<file path="src/shim_pkg.sv">
// Shared widths, channel structs and the mdata view for the page-table shim
// Every shim module imports this package in its module header
`default_nettype none

package shim_pkg;

    // ======================================================================
    // Widths
    // ======================================================================

    // Line address and data path widths of the host channels
    parameter int ADDR_WIDTH = 32;
    parameter int DATA_WIDTH = 64;

    // Request metadata, echoed back by the host in each response
    parameter int MDATA_WIDTH = 16;

    // Request tag of the page-table agent, carried in the low mdata bits
    parameter int PT_TAG_WIDTH = 8;

    typedef logic [ADDR_WIDTH-1:0]   t_addr;
    typedef logic [DATA_WIDTH-1:0]   t_data;
    typedef logic [MDATA_WIDTH-1:0]  t_mdata;
    typedef logic [PT_TAG_WIDTH-1:0] t_pt_tag;

    // Line count of a write packet. Codes 0, 1 and 3 mean 1, 2 and 4 lines
    typedef logic [1:0] t_cl_len;

    // One mdata word read two ways. The AFU sees a plain word, while the shim
    // splits it into a reserved high byte and the agent's tag
    typedef union packed {
        t_mdata afu;
        struct packed {
            logic [MDATA_WIDTH-PT_TAG_WIDTH-1:0] reserved;
            t_pt_tag                             pt_tag;
        } shim;
    } t_mdata_view;

    // ======================================================================
    // Channel structs
    // ======================================================================

    // Read request, channel 0
    typedef struct packed {
        logic   valid;
        t_addr  addr;
        t_mdata mdata;
    } t_c0_tx;

    // Write request beat, channel 1. Only the sop beat starts a packet
    typedef struct packed {
        logic    valid;
        logic    sop;
        t_cl_len cl_len;
        t_addr   addr;
        t_mdata  mdata;
        t_data   data;
    } t_c1_tx;

    // Read response from the host
    typedef struct packed {
        logic   rsp_valid;
        t_mdata mdata;
        t_data  data;
    } t_c0_rx;

    // Write completion from the host
    typedef struct packed {
        logic   rsp_valid;
        t_mdata mdata;
    } t_c1_rx;

    // Host flow control, one almost-full level per request channel
    typedef struct packed {
        logic c0_alm_full;
        logic c1_alm_full;
    } t_host_flow;

    // Page-table agent request, used for reads and writes alike
    typedef struct packed {
        logic    en;
        t_addr   addr;
        t_pt_tag tag;
        t_data   data;
    } t_pt_req;

    // Responses returned to the page-table agent
    typedef struct packed {
        logic    read_en;
        t_pt_tag read_tag;
        t_data   read_data;
        logic    write_done;
    } t_pt_rsp;

    // Builds the mdata of an injected request. The agent tag only fills
    // bits outside the mask, so the tag value always survives
    function automatic t_mdata pt_tagged_mdata(t_mdata tag_value, t_mdata tag_mask,
                                               t_pt_tag pt_tag);
        t_mdata_view view;
        view.shim.reserved = '0;
        view.shim.pt_tag   = pt_tag;
        return tag_value | (view.afu & ~tag_mask);
    endfunction

endpackage

`default_nettype wire
</file>
<file path="src/pt_shim_top.sv">
// Page-table shim placed between the AFU and the host memory channels
// Set the mdata tag mask and value here; every block receives the same pair
`timescale 1ns/1ps
`default_nettype none

module pt_shim_top
    import shim_pkg::*;
#(
    parameter t_mdata MDATA_TAG_MASK  = t_mdata'(1) << (MDATA_WIDTH - 1),
    parameter t_mdata MDATA_TAG_VALUE = MDATA_TAG_MASK
)
(
    input  wire logic       clk,
    input  wire logic       reset_n,

    // AFU requests and the host side of the request channels
    input  wire t_c0_tx     afu_c0_tx,
    input  wire t_c1_tx     afu_c1_tx,
    output t_c0_tx          host_c0_tx,
    output t_c1_tx          host_c1_tx,

    // Host responses and what the AFU sees of them
    input  wire t_c0_rx     host_c0_rx,
    input  wire t_c1_rx     host_c1_rx,
    input  wire t_host_flow host_flow,
    output t_c0_rx          afu_c0_rx,
    output t_c1_rx          afu_c1_rx,
    output t_host_flow      afu_flow,
    output logic            error,

    // Page-table agent
    input  wire t_pt_req    pt_read,
    input  wire t_pt_req    pt_write,
    output logic            pt_read_rdy,
    output logic            pt_write_rdy,
    output t_pt_rsp         pt_rsp
);

    logic read_pending;
    logic write_pending;

    pt_read_inject #(
        .MDATA_TAG_MASK  (MDATA_TAG_MASK),
        .MDATA_TAG_VALUE (MDATA_TAG_VALUE)
    ) u_read_inject (
        .clk          (clk),
        .reset_n      (reset_n),
        .pt_read      (pt_read),
        .pt_read_rdy  (pt_read_rdy),
        .read_pending (read_pending),
        .afu_c0_tx    (afu_c0_tx),
        .host_flow    (host_flow),
        .host_c0_tx   (host_c0_tx)
    );

    pt_write_inject #(
        .MDATA_TAG_MASK  (MDATA_TAG_MASK),
        .MDATA_TAG_VALUE (MDATA_TAG_VALUE)
    ) u_write_inject (
        .clk           (clk),
        .reset_n       (reset_n),
        .pt_write      (pt_write),
        .pt_write_rdy  (pt_write_rdy),
        .write_pending (write_pending),
        .afu_c1_tx     (afu_c1_tx),
        .host_flow     (host_flow),
        .host_c1_tx    (host_c1_tx)
    );

    // Guards the AFU side, not the injected traffic
    tag_guard #(
        .MDATA_TAG_MASK  (MDATA_TAG_MASK),
        .MDATA_TAG_VALUE (MDATA_TAG_VALUE)
    ) u_tag_guard (
        .clk       (clk),
        .reset_n   (reset_n),
        .afu_c0_tx (afu_c0_tx),
        .afu_c1_tx (afu_c1_tx),
        .error     (error)
    );

    rsp_filter #(
        .MDATA_TAG_MASK  (MDATA_TAG_MASK),
        .MDATA_TAG_VALUE (MDATA_TAG_VALUE)
    ) u_rsp_filter (
        .host_c0_rx    (host_c0_rx),
        .host_c1_rx    (host_c1_rx),
        .host_flow     (host_flow),
        .read_pending  (read_pending),
        .write_pending (write_pending),
        .error         (error),
        .afu_c0_rx     (afu_c0_rx),
        .afu_c1_rx     (afu_c1_rx),
        .afu_flow      (afu_flow),
        .pt_rsp        (pt_rsp)
    );

endmodule

`default_nettype wire

</file>
<file path="src/rsp_filter.sv">
// Routes host responses to the page-table agent or to the AFU by mdata tag
// Also forces the AFU almost-full flags while the shim needs the channels
`timescale 1ns/1ps
`default_nettype none

module rsp_filter
    import shim_pkg::*;
#(
    parameter t_mdata MDATA_TAG_MASK  = t_mdata'(1) << (MDATA_WIDTH - 1),
    parameter t_mdata MDATA_TAG_VALUE = MDATA_TAG_MASK
)
(
    input  wire t_c0_rx     host_c0_rx,
    input  wire t_c1_rx     host_c1_rx,
    input  wire t_host_flow host_flow,
    input  wire logic       read_pending,
    input  wire logic       write_pending,
    input  wire logic       error,
    output t_c0_rx          afu_c0_rx,
    output t_c1_rx          afu_c1_rx,
    output t_host_flow      afu_flow,
    output t_pt_rsp         pt_rsp
);

    logic        is_pt_c0;
    logic        is_pt_c1;
    t_mdata_view c0_view;

    // Responses carrying the shim tag belong to the agent
    assign is_pt_c0 = ((host_c0_rx.mdata & MDATA_TAG_MASK) == MDATA_TAG_VALUE);
    assign is_pt_c1 = ((host_c1_rx.mdata & MDATA_TAG_MASK) == MDATA_TAG_VALUE);

    assign c0_view.afu = host_c0_rx.mdata;

    always_comb
    begin
        pt_rsp.read_en    = host_c0_rx.rsp_valid && is_pt_c0;
        pt_rsp.read_tag   = c0_view.shim.pt_tag;
        pt_rsp.read_data  = host_c0_rx.data;
        pt_rsp.write_done = host_c1_rx.rsp_valid && is_pt_c1;
    end

    always_comb
    begin
        afu_c0_rx = host_c0_rx;
        afu_c1_rx = host_c1_rx;

        // Hide the shim's own traffic from the AFU
        if (is_pt_c0)
        begin
            afu_c0_rx.rsp_valid = 1'b0;
        end

        if (is_pt_c1)
        begin
            afu_c1_rx.rsp_valid = 1'b0;
        end

        // Hold the AFU off while a request waits for a slot, or for good after an error
        afu_flow.c0_alm_full = host_flow.c0_alm_full || read_pending || error;
        afu_flow.c1_alm_full = host_flow.c1_alm_full || write_pending || error;
    end

endmodule

`default_nettype wire

</file>
<file path="src/pt_write_inject.sv">
// Holds one page-table write and merges it into the AFU write channel
// The write is a single-line packet and never splits an AFU packet
`timescale 1ns/1ps
`default_nettype none

module pt_write_inject
    import shim_pkg::*;
#(
    parameter t_mdata MDATA_TAG_MASK  = t_mdata'(1) << (MDATA_WIDTH - 1),
    parameter t_mdata MDATA_TAG_VALUE = MDATA_TAG_MASK
)
(
    input  wire logic       clk,
    input  wire logic       reset_n,
    input  wire t_pt_req    pt_write,
    output logic            pt_write_rdy,
    output logic            write_pending,
    input  wire t_c1_tx     afu_c1_tx,
    input  wire t_host_flow host_flow,
    output t_c1_tx          host_c1_tx
);

    logic    pending;
    logic    emit;
    logic    packet_active;
    t_addr   req_addr;
    t_pt_tag req_tag;
    t_data   req_data;

    // ======================================================================
    // Request holding
    // ======================================================================

    always_ff @(posedge clk)
    begin
        if (!reset_n)
        begin
            pending <= 1'b0;
        end
        else
        begin
            pending <= (pending ^ emit) || pt_write.en;
        end
    end

    always_ff @(posedge clk)
    begin
        if (pt_write.en)
        begin
            req_addr <= pt_write.addr;
            req_tag  <= pt_write.tag;
            req_data <= pt_write.data;
        end
    end

    // ======================================================================
    // Merge into channel 1
    // ======================================================================

    // Beats of an AFU packet must reach the host back to back
    write_packet_tracker u_packet_tracker (
        .clk           (clk),
        .reset_n       (reset_n),
        .afu_c1_tx     (afu_c1_tx),
        .packet_active (packet_active)
    );

    assign emit = pending && !packet_active && !afu_c1_tx.valid &&
                  !host_flow.c1_alm_full;

    assign pt_write_rdy  = !pending;
    assign write_pending = pending;

    always_comb
    begin
        host_c1_tx = afu_c1_tx;

        if (emit)
        begin
            host_c1_tx.valid  = 1'b1;
            host_c1_tx.sop    = 1'b1;
            host_c1_tx.cl_len = 2'd0;
            host_c1_tx.addr   = req_addr;
            host_c1_tx.mdata  = pt_tagged_mdata(MDATA_TAG_VALUE, MDATA_TAG_MASK, req_tag);
            host_c1_tx.data   = req_data;
        end
    end

    a_no_en_while_pending: assert property (@(posedge clk) disable iff (!reset_n)
        pt_write.en |-> !pending);

endmodule

`default_nettype wire

</file>
<file path="src/pt_read_inject.sv">
// Holds one page-table read and merges it into the AFU read channel
// The read goes out in a cycle where the AFU is idle and the host has room
`timescale 1ns/1ps
`default_nettype none

module pt_read_inject
    import shim_pkg::*;
#(
    parameter t_mdata MDATA_TAG_MASK  = t_mdata'(1) << (MDATA_WIDTH - 1),
    parameter t_mdata MDATA_TAG_VALUE = MDATA_TAG_MASK
)
(
    input  wire logic       clk,
    input  wire logic       reset_n,
    input  wire t_pt_req    pt_read,
    output logic            pt_read_rdy,
    output logic            read_pending,
    input  wire t_c0_tx     afu_c0_tx,
    input  wire t_host_flow host_flow,
    output t_c0_tx          host_c0_tx
);

    logic    pending;
    logic    emit;
    t_addr   req_addr;
    t_pt_tag req_tag;

    // Either the held read went out or a new one arrived
    always_ff @(posedge clk)
    begin
        if (!reset_n)
        begin
            pending <= 1'b0;
        end
        else
        begin
            pending <= (pending ^ emit) || pt_read.en;
        end
    end

    // Request payload, captured on the strobe
    always_ff @(posedge clk)
    begin
        if (pt_read.en)
        begin
            req_addr <= pt_read.addr;
            req_tag  <= pt_read.tag;
        end
    end

    // Use a slot the AFU leaves free, and only while the host has room
    assign emit = pending && !afu_c0_tx.valid && !host_flow.c0_alm_full;

    assign pt_read_rdy  = !pending;
    assign read_pending = pending;

    always_comb
    begin
        host_c0_tx = afu_c0_tx;

        if (emit)
        begin
            host_c0_tx.valid = 1'b1;
            host_c0_tx.addr  = req_addr;
            host_c0_tx.mdata = pt_tagged_mdata(MDATA_TAG_VALUE, MDATA_TAG_MASK, req_tag);
        end
    end

    // The agent waits for rdy, so a strobe never lands on a held read
    a_no_en_while_pending: assert property (@(posedge clk) disable iff (!reset_n)
        pt_read.en |-> !pending);

endmodule

`default_nettype wire

</file>
<file path="src/tag_guard.sv">
// Watches AFU requests for the reserved mdata tag and raises a sticky error
// The error also fires from reset when the tag value has bits outside the mask
`timescale 1ns/1ps
`default_nettype none

module tag_guard
    import shim_pkg::*;
#(
    parameter t_mdata MDATA_TAG_MASK  = t_mdata'(1) << (MDATA_WIDTH - 1),
    parameter t_mdata MDATA_TAG_VALUE = MDATA_TAG_MASK
)
(
    input  wire logic   clk,
    input  wire logic   reset_n,
    input  wire t_c0_tx afu_c0_tx,
    input  wire t_c1_tx afu_c1_tx,
    output logic        error
);

    localparam logic STATE_RUN     = 1'b0;
    localparam logic STATE_BLOCKED = 1'b1;

    // A tag value with bits outside the mask can never match cleanly
    localparam logic TAG_CFG_BAD = ((MDATA_TAG_VALUE & ~MDATA_TAG_MASK) != '0);

    logic state;
    logic c0_bad;
    logic c1_bad;

    // The AFU must never put the shim's own tag on a request
    assign c0_bad = afu_c0_tx.valid &&
                    ((afu_c0_tx.mdata & MDATA_TAG_MASK) == MDATA_TAG_VALUE);
    assign c1_bad = afu_c1_tx.valid &&
                    ((afu_c1_tx.mdata & MDATA_TAG_MASK) == MDATA_TAG_VALUE);

    always_ff @(posedge clk)
    begin
        if (!reset_n)
        begin
            // A bad configuration blocks traffic straight out of reset
            state <= TAG_CFG_BAD ? STATE_BLOCKED : STATE_RUN;
        end
        else if (c0_bad || c1_bad)
        begin
            state <= STATE_BLOCKED;
        end
    end

    assign error = (state == STATE_BLOCKED);

endmodule

`default_nettype wire

</file>
<file path="src/write_packet_tracker.sv">
// Follows multi-line AFU write packets on channel 1
// packet_active is high between the sop beat and the last beat of a packet
`timescale 1ns/1ps
`default_nettype none

module write_packet_tracker
    import shim_pkg::*;
(
    input  wire logic   clk,
    input  wire logic   reset_n,
    input  wire t_c1_tx afu_c1_tx,
    output logic        packet_active
);

    // Beats still to come after the current one
    t_cl_len beats_left;

    always_ff @(posedge clk)
    begin
        if (!reset_n)
        begin
            beats_left <= '0;
        end
        else if (afu_c1_tx.valid)
        begin
            if (afu_c1_tx.sop)
            begin
                // The line code equals the count of beats after the sop beat
                beats_left <= afu_c1_tx.cl_len;
            end
            else if (beats_left != '0)
            begin
                beats_left <= beats_left - 2'd1;
            end
        end
    end

    assign packet_active = (beats_left != '0);

    // A new packet may only start once the previous one has ended
    a_no_sop_in_packet: assert property (@(posedge clk) disable iff (!reset_n)
        (afu_c1_tx.valid && afu_c1_tx.sop) |-> !packet_active);

endmodule

`default_nettype wire

</file>
<file path="config.mk">
export PLATFORM = sky130hd
export DESIGN_NAME = pt_shim_top
export DESIGN_NICKNAME = d
export VERILOG_FILES = /design/src/shim_pkg.sv /design/src/pt_shim_top.sv /design/src/rsp_filter.sv /design/src/pt_write_inject.sv /design/src/pt_read_inject.sv /design/src/tag_guard.sv /design/src/write_packet_tracker.sv
export SDC_FILE = /design/constraint.sdc
export NUM_CORES = 1
export LEC_CHECK = 0
export BUFFER_PORTS_ARGS = -buffer_cell sky130_fd_sc_hd__buf_2
export CAP_MARGIN = 20
export CORE_AREA = 2 2 319 321
export CTS_BUF_LIST = sky130_fd_sc_hd__clkbuf_8 sky130_fd_sc_hd__clkbuf_16
export CTS_CLUSTER_SIZE = 16
export DETAILED_ROUTE_END_ITERATION = 10
export DIE_AREA = 0 0 321 323
export SLEW_MARGIN = 10
export SYNTH_ARGS = -nofsm -noshare
export SYNTH_HDL_FRONTEND = slang
export SYNTH_HIERARCHICAL = 1
export SYNTH_SLANG_ARGS = --single-unit
</file>
<file path="constraint.sdc">
create_clock -name clk -period 6.31 [get_ports clk]
set_input_delay 1.262 -clock clk [delete_from_list [all_inputs] [get_ports clk]]
set_output_delay 1.262 -clock clk [all_outputs]
set_load 0.005 [all_outputs]
</file>
# Yosys cells after proc, flatten, opt, wreduce, memory -nomap -nowiden
# Cells that the tools add are included.
word_totals:
  elab_cells: 44
  inputBits: 477
  reg_bits: 149
  out_inout_bits: 342
op_classes:
  mux: 6
  bitwise_logic: 2
  n_reduce_logical: 26
  addsub: 1
ops:
  columns: ["op", "n"]
  rows:
  - ["two-way mux 116 bit", 1]
  - ["two-way mux 49 bit", 1]
  - ["logical AND 1 bit", 9]
  - ["logical NOT 1 bit", 7]
  - ["logical OR 1 bit", 7]
  - ["two-way mux 2 bit", 2]
  - ["nonzero test 2 bit", 2]
  - ["two-way mux 1 bit", 2]
  - ["AND reduction 2 bit", 1]
  - ["subtractor 2 x 1 -> 2 bit (second input constant)", 1]
  - ["bitwise XOR 1 bit", 2]

# Longest topological paths before layout
depth:
  ltp_word: 7
  mapped_depth: 7
  mapped_depth_nobuf: 5

# Hierarchy
# Netlist, hierarchy kept.
by_module_without_submodules:
  columns: ["module", "n_inst", "seq_area_each_um2", "cells_per_inst", "area_each_um2"]
  rows:
  - ["pt_write_inject", 1, 3143.0, 239, 4505.6]
  - ["pt_read_inject", 1, 1221.2, 99, 1899.3]
  - ["rsp_filter", 1, 0.0, 174, 1298.7]
  - ["write_packet_tracker", 1, 40.0, 16, 123.9]
  - ["tag_guard", 1, 20.0, 3, 41.3]

# Worst setup path before layout
# OpenSTA, ideal clock, no wires.
synth_timing:
  path_kind: "input -> output"
  from: "input port host_flow[0] in the netlist's numbering"
  to: "output port host_c1_tx[100] in the netlist's numbering"
  path_buffers: 2
  setup_slack_ns: 2.670
  arrival_time_ns: 2.378
  t_required_ns: 5.048
  path_stages: 4
  path_cell_list: "nor4b_4 -> buf_2 -> buf_4 -> mux2_2"
synth_rtl:
  columns: ["item", "line", "text"]
  rows:
  - ["start, declared", "pt_shim_top.sv:25", "input wire t_host_flow host_flow,"]
  - ["end, declared", "pt_shim_top.sv:20", "output t_c1_tx host_c1_tx,"]

==> out/metrics.csv <==
metric,value,unit
status,"finished, final reports clean",
leakagePower,4.44,nW
cp-end-kind,primary output,
cp_max_fo,115,
rsz0062_at_grt,no,
cpMostUsedCell,buf_2,
clkTransAtPathRegs,70,ps
wl_per_cell,17.1,µm
fp.dieH,323,µm
worst_ep_required_time,5050,ps
drc,0,
dr.pass1.iters,4,
grt_usage,6.89,%
cts_resized,0,
ys_seq_area_share,56.2,%
finalMaxSlewViolations,0,
ir_drop,0.000187,V
hp-class,flip-flop to flip-flop,
fin_crit,4230,ps
relSlewSlack,32.7,%
gp_congestion,0.881,
routed_wl,37.5,mm
max_stage_delay,520,ps
rows,117,
path_cells,buf_2 > nor4b_4 > buf_12 > mux2_2 > buf_2,
synth_mux_area_share,21.6,%
cts.path.max_buffers,2,
place_hpwl,31.3,mm
via_per_inst,2.51,
fin_crit_sh,67.1,%
htreeDepth,4,
synth_top_family_by_area,multiplexers,
fmax,236,MHz
tns,0,ps
cts_tree,yes,
finalSetupViolCount,0,
path_depth,5,
netlist_instances,531,
syn_avg_cell_area,14.8,µm²
arrival,2970,ps
grt_pass1_vias,5487,
slowest_stage,buf_12,
yosysWarnings,6,
cts_setup_buffers,0,
port_buffers,494,
yosys.area_share.simple,2.96,%
max_cap_violations,0,
num_io_pins,819,
synth_area,0.00787,mm²
p_comb_share,12.7,%
grt_max_degree,116,
path_buf_inv,3,
start_kind,primary input,
vias,5501,
synth_xor_area_share,0,%
root_buffer,clkbuf_16,
hold_path_depth,2,
grt_pass1_wl,45.7,mm
core_area,0.101,mm²
ys_ff_latch,149,
pwr-share-clk,41.5,%
syn_to_final_growth,42.7,%
criticalPathCategory,primary input to primary output,
clock_latency,490,ps
final_layout_size_suffix_gt1_share,77.7,%
finalPower,0.00263,W
worst_slew_pin_slew,1010,ps
hold_buffers,0,
cts.sinks,149,
switching_share,26.9,%
crit_family,buffers and inverters,
finClkSkew,7.62,ps
synth_compound_area_share,1.13,%
grt_overflow_total,0,
p_switching,0.000709,W
antenna_found_initial,34,
fp.dieW,321,µm
fin_util,11.1,%
dieArea,0.104,mm²
postRouteAntennaNets,0,
start_util,7.81,%
cts-buffers-inserted,17,
drt_iter0_drc,125,
final_nets,1340,
seq_power_share,45.8,%
holdWs,498,ps
syn_nets,1009,
reg2reg_depth,5,
hold_violations,0,
synth.distinct_cells,29,
synthAdderAreaFrac,0.159,%
cellInternalPower,0.00192,W
power.density,234,mW/mm²
## power by group through the flow
stage / Combinational (W) / Clock [W] / Sequential, W
floorplan: 0.000208 / 0 / 0.00120
global placement: 0.000337 / 0 / 0.00123
detailed placement: 0.000342 / 0 / 0.00123
CTS: 0.000342 / 0.00117 / 0.00121
global route: 0.000365 / 0.00119 / 0.00121
finish: 0.000334 / 0.00109 / 0.00121
## synth_stat cells, drive strengths merged
cell / count / area share, %
nand2: 2 / 0.095
a21oi: 2 / 0.13
o21a: 3 / 0.29
inv: 5 / 0.24
o21bai: 1 / 0.095
o22ai: 1 / 0.080
nor3b: 2 / 0.25
a21o: 1 / 0.095
o211a: 1 / 0.13
edfxtp: 144 / 55
buf: 185 / 18
nor3: 1 / 0.064
o21ai: 2 / 0.13
nor2b: 20 / 1.6
or3: 2 / 0.16
nor4b: 1 / 0.30
mux2: 144 / 22
or2: 3 / 0.24
ha: 1 / 0.16
dfxtp: 5 / 1.3
a221oi: 1 / 0.19
and2: 2 / 0.16
nor2: 2 / 0.095
## final timing paths
path	from	endpoint	slack [ps]
hold / removal	u_write_inject/u_packet_tracker/beats_left[0]$_SDFFE_PN0P_	u_write_inject/u_packet_tracker/beats_left[0]$_SDFFE_PN0P_	500
setup reg to reg	u_write_inject/u_packet_tracker/beats_left[0]$_SDFFE_PN0P_	u_write_inject/u_packet_tracker/beats_left[1]$_SDFFE_PN0P_	5140
hold reg to reg	u_write_inject/u_packet_tracker/beats_left[0]$_SDFFE_PN0P_	u_write_inject/u_packet_tracker/beats_left[0]$_SDFFE_PN0P_	500
setup / recovery	afu_c1_tx[115]	host_c1_tx[3]	2080
## placed cells by master, fill, tap and decap left out, types with 3 or more instances in the layout
master,instances
dfxtp_1,5
o21a_1,3
edfxtp_1,144
buf_2,493
buf_4,3
or2_2,3
inv_1,4
inv_6,4
mux2_2,124
inv_8,4
mux2_4,20
diode_2,5
nor2b_1,20
clkbuf_16,17
## through the flow
stage / instances / area [µm²] / worst slack, ps
finish: 2189 / 11200 / 2080
global route: 2187 / 11200 / 1980
CTS: 2184 / 11200 / 2040
detailed placement: 2152 / 10600 / 2040
global placement: 2152 / 10600 / 2070
floorplan: 531 / 7870 / 2670
## kinds of logic (layout without fill, tap and decap cells)
| kind of cell | after synthesis | after routing |
|---|---|---|
| buf+inv | 190 | 534 |
| mux | 144 | 144 |
| flops | 149 | 149 |
| simple gates | 35 | 35 |
| compound gates | 12 | 12 |
| other cells | 0 | 5 |
| fa+ha+maj | 1 | 1 |
## routing by layer
layer	track usage [%]	wire, µm
met1	6.37	12300
met2	11.5	17500
met3	3.98	5140
met4	4.70	2550
met5	0	13
## tightest hold or removal path, delay by kind of cell, from the launching register on
family	cells	cell delay, ps
flops	1	320
compound gates	1	70
simple gates	1	60
## flip-flops by register name, summed over array words and instances (netlist names), 2 cells and up
signal,flops
u_write_inject/req_data,64
u_write_inject/u_packet_tracker/beats_left,2
u_read_inject/req_tag,8
u_write_inject/req_tag,8
u_read_inject/req_addr,32
u_write_inject/req_addr,32
## layout make-up
cell class,count,area [µm²]
multi-input combinational,192,2040
antenna,5,12.5
clock buffer,17,425
fill,11500,89500
sequential,149,4420
tap,1309,1640
timing repair buffer,497,2510
inverter,5,18.8
clock inverter,15,164
No activity file was read; power rests on OpenSTA's default activity.
